===== src/hw/alu_isa_pkg.sv =====
// ALU instruction set: operation enum, instruction field layout, immediate and tag widths
package alu_isa_pkg;

    // Operations executed by every processing element
    typedef enum logic [2:0] {
        OP_ADD = 3'd0,
        OP_SUB = 3'd1,
        OP_AND = 3'd2,
        OP_OR  = 3'd3,
        OP_XOR = 3'd4,
        OP_SLL = 3'd5,
        OP_SRL = 3'd6,
        OP_SLT = 3'd7
    } alu_op_e;

    // Instruction word is {opcode[2:0], imm_flag, reserved[3:0], imm[7:0]}
    localparam int INSTR_W = 16;

    localparam int OPC_W        = 3;
    localparam int OPC_LSB      = INSTR_W - OPC_W;
    localparam int IMM_FLAG_BIT = OPC_LSB - 1;

    // Signed immediate sits in the low byte
    localparam int IMM_W   = 8;
    localparam int IMM_LSB = 0;

    localparam int TAG_W = 6;

endpackage


===== src/hw/lane_geom_pkg.sv =====
// Lane geometry: data width, default lane/PE counts and latency, serializer state enum
package lane_geom_pkg;

    // Width of one SIMD lane
    localparam int DATA_W = 32;

    // Defaults picked up by the top level
    localparam int DEF_NUM_LANES  = 8;
    localparam int DEF_NUM_PES    = 2;
    localparam int DEF_PE_LATENCY = 2;

    // SER_BUSY means an instruction has issued some but not all of its batches
    typedef enum logic {
        SER_IDLE = 1'b0,
        SER_BUSY = 1'b1
    } ser_state_e;

endpackage


===== src/hw/alu_decode.sv =====
// Registered decode stage producing the ALU operation and the B operand lanes
`timescale 1ns/1ps

module alu_decode #(
    parameter int NUM_LANES = lane_geom_pkg::DEF_NUM_LANES
) (
    input  logic                                            clk,
    input  logic                                            reset,
    input  logic                                            in_valid,
    input  logic [alu_isa_pkg::INSTR_W-1:0]                 instr,
    input  logic [NUM_LANES-1:0][lane_geom_pkg::DATA_W-1:0] op_a,
    input  logic [NUM_LANES-1:0][lane_geom_pkg::DATA_W-1:0] op_b,
    input  logic [alu_isa_pkg::TAG_W-1:0]                   tag,
    output logic                                            in_ready,
    output logic                                            dec_valid,
    output alu_isa_pkg::alu_op_e                            dec_op,
    output logic [NUM_LANES-1:0][lane_geom_pkg::DATA_W-1:0] dec_a,
    output logic [NUM_LANES-1:0][lane_geom_pkg::DATA_W-1:0] dec_b,
    output logic [alu_isa_pkg::TAG_W-1:0]                   dec_tag,
    input  logic                                            ser_ready
);
    localparam int DATA_W = lane_geom_pkg::DATA_W;
    localparam int IMM_W  = alu_isa_pkg::IMM_W;

    logic              load;
    logic              imm_flag;
    logic [IMM_W-1:0]  imm;
    logic [DATA_W-1:0] imm_ext;

    assign imm_flag = instr[alu_isa_pkg::IMM_FLAG_BIT];
    assign imm      = instr[alu_isa_pkg::IMM_LSB +: IMM_W];
    assign imm_ext  = {{(DATA_W - IMM_W){imm[IMM_W-1]}}, imm};

    // The stage accepts when empty or when its held item leaves this cycle, never in reset
    assign in_ready = ~reset && (~dec_valid || ser_ready);
    assign load     = in_valid && in_ready;

    always_ff @(posedge clk) begin
        if (reset) begin
            dec_valid <= 1'b0;
        end else if (in_ready) begin
            dec_valid <= in_valid;
        end
    end

    always_ff @(posedge clk) begin
        if (load) begin
            dec_op  <= alu_isa_pkg::alu_op_e'(instr[alu_isa_pkg::OPC_LSB +: alu_isa_pkg::OPC_W]);
            dec_a   <= op_a;
            dec_tag <= tag;
            // An immediate instruction broadcasts the immediate into every B lane
            for (int i = 0; i < NUM_LANES; i++) begin
                dec_b[i] <= imm_flag ? imm_ext : op_b[i];
            end
        end
    end

endmodule


===== src/hw/pe_array.sv =====
// Array of integer processing elements behind a fixed-depth enabled result pipeline
`timescale 1ns/1ps

module pe_array #(
    parameter int NUM_PES    = lane_geom_pkg::DEF_NUM_PES,
    parameter int PE_LATENCY = lane_geom_pkg::DEF_PE_LATENCY
) (
    input  logic                                          clk,
    input  logic                                          reset,
    input  logic                                          pe_enable,
    input  alu_isa_pkg::alu_op_e                          pe_op,
    input  logic [NUM_PES-1:0][lane_geom_pkg::DATA_W-1:0] pe_a,
    input  logic [NUM_PES-1:0][lane_geom_pkg::DATA_W-1:0] pe_b,
    output logic [NUM_PES-1:0][lane_geom_pkg::DATA_W-1:0] pe_result
);
    localparam int DATA_W = lane_geom_pkg::DATA_W;

    logic [NUM_PES-1:0][DATA_W-1:0] pe_comb;
    logic [NUM_PES-1:0][DATA_W-1:0] pipe [PE_LATENCY];

    function automatic logic [DATA_W-1:0] pe_compute(
        input alu_isa_pkg::alu_op_e op,
        input logic [DATA_W-1:0]    a,
        input logic [DATA_W-1:0]    b
    );
        logic [4:0] shamt;
        shamt = b[4:0];
        case (op)
            alu_isa_pkg::OP_ADD: return a + b;
            alu_isa_pkg::OP_SUB: return a - b;
            alu_isa_pkg::OP_AND: return a & b;
            alu_isa_pkg::OP_OR:  return a | b;
            alu_isa_pkg::OP_XOR: return a ^ b;
            alu_isa_pkg::OP_SLL: return a << shamt;
            alu_isa_pkg::OP_SRL: return a >> shamt;
            default:             return {{(DATA_W - 1){1'b0}}, $signed(a) < $signed(b)};
        endcase
    endfunction

    always_comb begin
        for (int p = 0; p < NUM_PES; p++) begin
            pe_comb[p] = pe_compute(pe_op, pe_a[p], pe_b[p]);
        end
    end

    // The whole pipeline advances only on enabled cycles
    always_ff @(posedge clk) begin
        if (reset) begin
            for (int s = 0; s < PE_LATENCY; s++) begin
                pipe[s] <= '0;
            end
        end else if (pe_enable) begin
            pipe[0] <= pe_comb;
            for (int s = 1; s < PE_LATENCY; s++) begin
                pipe[s] <= pipe[s-1];
            end
        end
    end

    assign pe_result = pipe[PE_LATENCY-1];

endmodule


===== src/hw/lane_serializer.sv =====
// Lane serializer feeding batches to the PE array and reassembling full result vectors
`timescale 1ns/1ps

module lane_serializer #(
    parameter int NUM_LANES  = lane_geom_pkg::DEF_NUM_LANES,
    parameter int NUM_PES    = lane_geom_pkg::DEF_NUM_PES,
    parameter int PE_LATENCY = lane_geom_pkg::DEF_PE_LATENCY
) (
    input  logic                                            clk,
    input  logic                                            reset,
    input  logic                                            dec_valid,
    input  alu_isa_pkg::alu_op_e                            dec_op,
    input  logic [NUM_LANES-1:0][lane_geom_pkg::DATA_W-1:0] dec_a,
    input  logic [NUM_LANES-1:0][lane_geom_pkg::DATA_W-1:0] dec_b,
    input  logic [alu_isa_pkg::TAG_W-1:0]                   dec_tag,
    output logic                                            ser_ready,
    output logic                                            pe_enable,
    output alu_isa_pkg::alu_op_e                            pe_op,
    output logic [NUM_PES-1:0][lane_geom_pkg::DATA_W-1:0]   pe_a,
    output logic [NUM_PES-1:0][lane_geom_pkg::DATA_W-1:0]   pe_b,
    input  logic [NUM_PES-1:0][lane_geom_pkg::DATA_W-1:0]   pe_result,
    output logic                                            ser_valid,
    output logic [NUM_LANES-1:0][lane_geom_pkg::DATA_W-1:0] ser_data,
    output logic [alu_isa_pkg::TAG_W-1:0]                   ser_tag,
    input  logic                                            buf_ready
);
    localparam int DATA_W = lane_geom_pkg::DATA_W;
    localparam int TAG_W  = alu_isa_pkg::TAG_W;

    logic                     enable;
    logic [PE_LATENCY-1:0]    valid_sr;
    logic [TAG_W-1:0]         tag_sr [PE_LATENCY];
    logic                     pe_valid;

    // Valid and tag walk beside the PE pipeline, so each result batch finds its owner
    always_ff @(posedge clk) begin
        if (reset) begin
            valid_sr <= '0;
        end else if (enable) begin
            valid_sr[0] <= dec_valid;
            for (int s = 1; s < PE_LATENCY; s++) begin
                valid_sr[s] <= valid_sr[s-1];
            end
        end
    end

    always_ff @(posedge clk) begin
        if (enable) begin
            tag_sr[0] <= dec_tag;
            for (int s = 1; s < PE_LATENCY; s++) begin
                tag_sr[s] <= tag_sr[s-1];
            end
        end
    end

    assign pe_valid  = valid_sr[PE_LATENCY-1];
    assign ser_tag   = tag_sr[PE_LATENCY-1];
    assign pe_enable = enable;
    assign pe_op     = dec_op;

    if (NUM_LANES != NUM_PES) begin : g_serialize

        localparam int BATCH_SIZE  = NUM_LANES / NUM_PES;
        localparam int BATCH_SIZEW = $clog2(BATCH_SIZE);

        logic [BATCH_SIZEW-1:0]    batch_in_idx;
        logic [BATCH_SIZEW-1:0]    batch_out_idx;
        logic [BATCH_SIZEW-1:0]    in_sel;
        logic                      batch_in_done;
        logic                      batch_out_done;
        lane_geom_pkg::ser_state_e state;

        logic [BATCH_SIZE-1:0][NUM_PES-1:0][DATA_W-1:0] data_r;
        logic [BATCH_SIZE-1:0][NUM_PES-1:0][DATA_W-1:0] data_n;

        // A fresh instruction always starts from batch zero
        assign in_sel = (state == lane_geom_pkg::SER_IDLE) ? '0 : batch_in_idx;

        for (genvar p = 0; p < NUM_PES; p++) begin : g_pe_lane
            assign pe_a[p] = dec_a[in_sel * NUM_PES + p];
            assign pe_b[p] = dec_b[in_sel * NUM_PES + p];
        end

        // Done flags are registered one batch early so they line up with the last batch
        always_ff @(posedge clk) begin
            if (reset) begin
                batch_in_idx   <= '0;
                batch_out_idx  <= '0;
                batch_in_done  <= 1'b0;
                batch_out_done <= 1'b0;
                state          <= lane_geom_pkg::SER_IDLE;
            end else if (enable) begin
                batch_in_idx   <= batch_in_idx + BATCH_SIZEW'(dec_valid);
                batch_out_idx  <= batch_out_idx + BATCH_SIZEW'(pe_valid);
                batch_in_done  <= dec_valid && (batch_in_idx == BATCH_SIZEW'(BATCH_SIZE - 2));
                batch_out_done <= pe_valid && (batch_out_idx == BATCH_SIZEW'(BATCH_SIZE - 2));
                if (dec_valid) begin
                    state <= batch_in_done ? lane_geom_pkg::SER_IDLE : lane_geom_pkg::SER_BUSY;
                end
            end
        end

        always_comb begin
            data_n = data_r;
            if (pe_valid) begin
                data_n[batch_out_idx] = pe_result;
            end
        end

        always_ff @(posedge clk) begin
            data_r <= data_n;
        end

        assign enable    = buf_ready || ~ser_valid;
        assign ser_ready = enable && batch_in_done;
        assign ser_valid = batch_out_done;
        assign ser_data  = data_n;

    end else begin : g_passthru

        // One batch per instruction, so nothing is ever partially issued
        assign pe_a      = dec_a;
        assign pe_b      = dec_b;
        assign enable    = buf_ready || ~ser_valid;
        assign ser_ready = enable;
        assign ser_valid = pe_valid;
        assign ser_data  = pe_result;

    end

endmodule


===== src/hw/result_buffer.sv =====
// Two-entry elastic output buffer with registered head and a skid slot
`timescale 1ns/1ps

module result_buffer #(
    parameter int NUM_LANES = lane_geom_pkg::DEF_NUM_LANES
) (
    input  logic                                            clk,
    input  logic                                            reset,
    input  logic                                            ser_valid,
    input  logic [NUM_LANES-1:0][lane_geom_pkg::DATA_W-1:0] ser_data,
    input  logic [alu_isa_pkg::TAG_W-1:0]                   ser_tag,
    output logic                                            buf_ready,
    output logic                                            out_valid,
    output logic [NUM_LANES-1:0][lane_geom_pkg::DATA_W-1:0] out_data,
    output logic [alu_isa_pkg::TAG_W-1:0]                   out_tag,
    input  logic                                            out_ready
);
    localparam int DATA_W = lane_geom_pkg::DATA_W;

    logic                           skid_valid;
    logic [NUM_LANES-1:0][DATA_W-1:0] skid_data;
    logic [alu_isa_pkg::TAG_W-1:0]  skid_tag;
    logic                           head_free;

    // The skid slot only fills when the head is full, so a full skid means both are full
    assign buf_ready = ~skid_valid;
    assign head_free = ~out_valid || out_ready;

    always_ff @(posedge clk) begin
        if (reset) begin
            out_valid  <= 1'b0;
            skid_valid <= 1'b0;
        end else if (head_free) begin
            out_valid  <= skid_valid || ser_valid;
            skid_valid <= 1'b0;
        end else if (ser_valid && buf_ready) begin
            skid_valid <= 1'b1;
        end
    end

    always_ff @(posedge clk) begin
        if (head_free) begin
            // Older skid entry goes out first to keep results in order
            if (skid_valid) begin
                out_data <= skid_data;
                out_tag  <= skid_tag;
            end else if (ser_valid) begin
                out_data <= ser_data;
                out_tag  <= ser_tag;
            end
        end else if (ser_valid && buf_ready) begin
            skid_data <= ser_data;
            skid_tag  <= ser_tag;
        end
    end

endmodule


===== src/hw/simd_alu_top.sv =====
// SIMD integer ALU top level wiring decode, serializer, PE array and result buffer
`timescale 1ns/1ps

module simd_alu_top #(
    parameter int NUM_LANES  = lane_geom_pkg::DEF_NUM_LANES,
    parameter int NUM_PES    = lane_geom_pkg::DEF_NUM_PES,
    parameter int PE_LATENCY = lane_geom_pkg::DEF_PE_LATENCY
) (
    input  logic                                            clk,
    input  logic                                            reset,
    input  logic                                            in_valid,
    input  logic [alu_isa_pkg::INSTR_W-1:0]                 instr,
    input  logic [NUM_LANES-1:0][lane_geom_pkg::DATA_W-1:0] op_a,
    input  logic [NUM_LANES-1:0][lane_geom_pkg::DATA_W-1:0] op_b,
    input  logic [alu_isa_pkg::TAG_W-1:0]                   tag,
    output logic                                            in_ready,
    output logic                                            out_valid,
    output logic [NUM_LANES-1:0][lane_geom_pkg::DATA_W-1:0] out_data,
    output logic [alu_isa_pkg::TAG_W-1:0]                   out_tag,
    input  logic                                            out_ready
);
    localparam int DATA_W = lane_geom_pkg::DATA_W;
    localparam int TAG_W  = alu_isa_pkg::TAG_W;

    // Decode to serializer
    logic                             dec_valid;
    alu_isa_pkg::alu_op_e             dec_op;
    logic [NUM_LANES-1:0][DATA_W-1:0] dec_a;
    logic [NUM_LANES-1:0][DATA_W-1:0] dec_b;
    logic [TAG_W-1:0]                 dec_tag;
    logic                             ser_ready;

    // Serializer to PE array
    logic                             pe_enable;
    alu_isa_pkg::alu_op_e             pe_op;
    logic [NUM_PES-1:0][DATA_W-1:0]   pe_a;
    logic [NUM_PES-1:0][DATA_W-1:0]   pe_b;
    logic [NUM_PES-1:0][DATA_W-1:0]   pe_result;

    // Serializer to result buffer
    logic                             ser_valid;
    logic [NUM_LANES-1:0][DATA_W-1:0] ser_data;
    logic [TAG_W-1:0]                 ser_tag;
    logic                             buf_ready;

    alu_decode #(
        .NUM_LANES (NUM_LANES)
    ) u_dec (
        .clk       (clk),
        .reset     (reset),
        .in_valid  (in_valid),
        .instr     (instr),
        .op_a      (op_a),
        .op_b      (op_b),
        .tag       (tag),
        .in_ready  (in_ready),
        .dec_valid (dec_valid),
        .dec_op    (dec_op),
        .dec_a     (dec_a),
        .dec_b     (dec_b),
        .dec_tag   (dec_tag),
        .ser_ready (ser_ready)
    );

    lane_serializer #(
        .NUM_LANES  (NUM_LANES),
        .NUM_PES    (NUM_PES),
        .PE_LATENCY (PE_LATENCY)
    ) u_ser (
        .clk       (clk),
        .reset     (reset),
        .dec_valid (dec_valid),
        .dec_op    (dec_op),
        .dec_a     (dec_a),
        .dec_b     (dec_b),
        .dec_tag   (dec_tag),
        .ser_ready (ser_ready),
        .pe_enable (pe_enable),
        .pe_op     (pe_op),
        .pe_a      (pe_a),
        .pe_b      (pe_b),
        .pe_result (pe_result),
        .ser_valid (ser_valid),
        .ser_data  (ser_data),
        .ser_tag   (ser_tag),
        .buf_ready (buf_ready)
    );

    pe_array #(
        .NUM_PES    (NUM_PES),
        .PE_LATENCY (PE_LATENCY)
    ) u_pe (
        .clk       (clk),
        .reset     (reset),
        .pe_enable (pe_enable),
        .pe_op     (pe_op),
        .pe_a      (pe_a),
        .pe_b      (pe_b),
        .pe_result (pe_result)
    );

    result_buffer #(
        .NUM_LANES (NUM_LANES)
    ) u_buf (
        .clk       (clk),
        .reset     (reset),
        .ser_valid (ser_valid),
        .ser_data  (ser_data),
        .ser_tag   (ser_tag),
        .buf_ready (buf_ready),
        .out_valid (out_valid),
        .out_data  (out_data),
        .out_tag   (out_tag),
        .out_ready (out_ready)
    );

endmodule


===== config.mk =====
export PLATFORM = sky130hd
export DESIGN_NAME = simd_alu_top
export DESIGN_NICKNAME = d
export VERILOG_FILES = /design/src/hw/alu_isa_pkg.sv /design/src/hw/lane_geom_pkg.sv /design/src/hw/alu_decode.sv /design/src/hw/pe_array.sv /design/src/hw/lane_serializer.sv /design/src/hw/result_buffer.sv /design/src/hw/simd_alu_top.sv
export SDC_FILE = /design/constraint.sdc
export NUM_CORES = 2
export LEC_CHECK = 0
export ABC_AREA = 1
export BUFFER_PORTS_ARGS = -buffer_cell sky130_fd_sc_hd__buf_4
export CAP_MARGIN = 20
export CORE_UTILIZATION = 45
export CTS_CLUSTER_DIAMETER = 40
export DETAILED_ROUTE_END_ITERATION = 8
export PLACE_DENSITY = 0.73
export SYNTH_ARGS = -nofsm -noshare
export SYNTH_HDL_FRONTEND = slang
export SYNTH_HIERARCHICAL = 1
export SYNTH_SLANG_ARGS = --single-unit

===== constraint.sdc =====
create_clock -name clk -period 26.2 [get_ports clk]
set_clock_uncertainty 0.1 [all_clocks]
set_input_delay 5.24 -clock clk [delete_from_list [all_inputs] [get_ports clk]]
set_output_delay 5.24 -clock clk [all_outputs]
set_load 0.02 [all_outputs]

==> impl_metrics.ini <==
[cts]
post-cts-setup-buffers = 0
cts_sinks = 1453
root_buffer = sky130_fd_sc_hd__clkbuf_16
insertion_delay_ns = 0.84
cts_hold_buffers = 0
clkTransAtPathRegs_ns = 0.05
cts-root-to-sink-buffers = 3
cts_made_buffers = 186
tritoncts = built
ctsHtreeMaxLevel = 4
post_cts_resized = 0

[grt]
grt_antenna_before_repair = 1
vias_in_the_first_global_route = 58218
globalRouteOverflowTotal = 0
grt_pass1_wl_um = 361400
grt_start_max_net_pins = 186
global_route.usage.total_pct = 28.26

[routing]
drt_drc_violations_left = 0
met1Wirelength_um = 106500
met2WireLength_um = 110800
wl_met3_um = 20100
drt-pass1-iter-count = 9
route.top_layer_used = met4
vias = 62797
detail_route.vias_per_cell = 5.286
antenna_left = 0
dr.first_iter.drc_count = 7024
wirelength_um = 247400
drt-wirelength-per-cell_um = 20.82

[setup_path]
slowest_delay_ns = 0.16
worstRegToRegCells = 22
required_time_of_the_worst_setup_path_ns = 20.86
worstSetupEndpointType = output port
critical_path_buf_inv_count = 4
regToRegEndpoint = u_pe/pipe[0][30]
worstSetupPathType = in2out
worst_path_dominant_cell_family = buffers and inverters
critPathArrivalTime_ns = 5.78
crit-reg2reg-launch = u_ser/g_serialize.state
cp-start-kind = primary input
ff2ff_setup_slack_ns = 20.01
worst_path_max_delay_cell = sky130_fd_sc_hd__buf_4
critical_path_peak_fanout = 9
critical_path.cell_chain = buf_4, inv_1, nand2_1, inv_1, buf_4

[timing]
period_needed_ns = 11.12
worst_pin_slew_ns = 1.122
rsz0062_at_grt = false
maxSlewViolCount = 0
tns_ns = 0
finalCritPeriodShare_pct = 42.44
max_slew_margin_pct = 25.19
max_freq_mhz = 89.93
finalHoldViolCount = 0
setup_viol_count_final = 0

[logic_synthesis]
synth.ff_latch_count = 1453
post_synth_num_cell_types = 50
synth-edff-count = 1185
postSynth.asyncResetShare_pct = 0
yosysWarnings = 6
synth.cell_area_um2 = 76260
syn_inst = 8950
number_of_nets_produced_by_synthesis = 9706
synth_ff_type = sky130_fd_sc_hd__edfxtp_1
synth.yosys.seq_area_share_pct = 53.70
synth.avg_cell_area_um2 = 8.520

[run]
drv.max_cap_violation_count = 0

[finish]
finalNetCount = 10274
final-seq-area_um2 = 40950
multi_input_area_um2 = 27610
layout.cells.most_common_list = 2565 x sky130_fd_sc_hd__nand2_1, 1277 x sky130_fd_sc_hd__inv_1, 1185 x sky130_fd_sc_hd__edfxtp_1
final.fill_count = 15280
mostFrequentLayoutCell = sky130_fd_sc_hd__nand2_1
area_growth_syn_to_layout_pct = 17.06
post_route_cells_drive_above_1_share_pct = 15.12
finalInstanceArea_um2 = 89260

[hold_path]
holdCritPathClass = reg2reg
cells_on_worst_hold_path = 0
holdPathEnd = u_ser/tag_sr[0][11]
timing.hold.worst.start = u_ser/tag_sr[0][5]

[floorplan]
initial_core_util_pct = 45.45
die_area_um2 = 171100
design.portCount = 802
row_count = 150
die_width_um = 413.7
height_of_the_die_um = 413.7
core_area_um2 = 167800

[placement]
dpl_cell_area_um2 = 83030
port-buffer-count = 797
hpwl_um = 181000
gpl.final_weighted_congestion = 1.019

[pwr]
power.density_cell_area_nw_per_um2 = 67.21
vdd_ir_drop_max_mv = 0.07017
static-leakage-power_nw = 40.42

[run_status]
status = finished, final reports clean
[how the worst max path moves through the flow]
stage                from        endpoint  slack [ns]  cells past startpoint
finish              reset        in_ready       15.08                      5
global route        reset        in_ready       15.03                      5
CTS                 reset        in_ready       15.07                      5
detailed placement  reset        in_ready       15.08                      5
global placement    reset        in_ready       15.05                      5
floorplan           reset  u_dec/dec_a[0]        6.65                      3
[report_power, final]
part	internal (mW)	switching, mW	leakage [nW]
Combinational	0.272	0.634	23.7
Sequential	2.57	0.0204	13.8
Clock	1.47	1.03	3.01
[through the flow]
step	worst slack (ns)	util [%]	instances	hold WS, ns	power (mW)
2_1_floorplan	6.654	-	8950	0.3003	3.211
3_3_place_gp	15.05	49.48	11533	0.3024	3.510
3_5_place_dp	15.08	49.48	11533	0.3054	3.521
4_1_cts	15.07	53.18	11878	0.3043	6.027
5_1_grt	15.03	53.20	11879	0.3200	6.228
6_report	15.08	53.20	11880	0.3001	5.999
[sequential cells by signal (all words and copies together), names as in the netlist, 3 cells and up]
name and count:
u_dec/dec_op 3, u_dec/dec_tag 6, u_ser/tag_sr 12, u_ser/g_serialize.data_r 256
u_dec/dec_a 256, u_buf/out_tag 6, u_pe/pipe 128, u_buf/out_data 256
u_dec/dec_b 256, u_buf/skid_data 256, u_buf/skid_tag 6
[area by class of cell]
type                    count  area share [%]
clock buffers             214           5.434
clock inverters           131           1.517
multi-input cells        5676           30.93
well taps                2204           3.089
flip-flops and latches   1453           45.88
inverters                1302           5.497
diodes                      1        0.002803
repair buffers            899           7.648
[cells by family (layout without fill, tap and decap cells)]
kind of cell	count (synthesis)	in the layout	synth area share, %
buffers and inverters	1821	2546	10.38
adder cells (fa/ha/maj)	218	218	3.616
AO/OA/AOI/OAI	1182	1182	9.123
multiplexers	2	2	0.02625
flip-flops	1453	1453	53.70
other	0	1	0
XOR/XNOR	4	4	0.04594
AND/OR/NAND/NOR	4270	4270	23.11
[per-layer routing]
| layer | up-vias | track usage [%] |
|---|---|---|
| met5 | - | 0 |
| met3 | 422 | 5.689 |
| met4 | 0 | 11.49 |
| met2 | 2785 | 43.48 |
| li1 | 30263 | - |
| met1 | 29327 | 38.90 |
[cells in the mapped netlist, types with 41 or more instances]
| cell | n | area, um2 |
|---|---|---|
| sky130_fd_sc_hd__nand3_1 | 953 | 4770 |
| sky130_fd_sc_hd__o211ai_1 | 41 | 307.8 |
| sky130_fd_sc_hd__a21oi_1 | 178 | 890.9 |
| sky130_fd_sc_hd__nand2_1 | 2565 | 9628 |
| sky130_fd_sc_hd__o21ai_1 | 232 | 1161 |
| sky130_fd_sc_hd__o21ai_2 | 200 | 1752 |
| sky130_fd_sc_hd__buf_6 | 45 | 506.7 |
| sky130_fd_sc_hd__dfxtp_1 | 268 | 5365 |
| sky130_fd_sc_hd__inv_1 | 1277 | 4793 |
| sky130_fd_sc_hd__ha_1 | 214 | 2678 |
| sky130_fd_sc_hd__nor2_1 | 594 | 2230 |
| sky130_fd_sc_hd__buf_2 | 245 | 1226 |
| sky130_fd_sc_hd__buf_4 | 107 | 803.3 |
| sky130_fd_sc_hd__edfxtp_1 | 1185 | 35580 |
| sky130_fd_sc_hd__clkbuf_1 | 72 | 270.3 |
| sky130_fd_sc_hd__o21ai_0 | 443 | 2217 |
(Power assumes the default switching activity.)
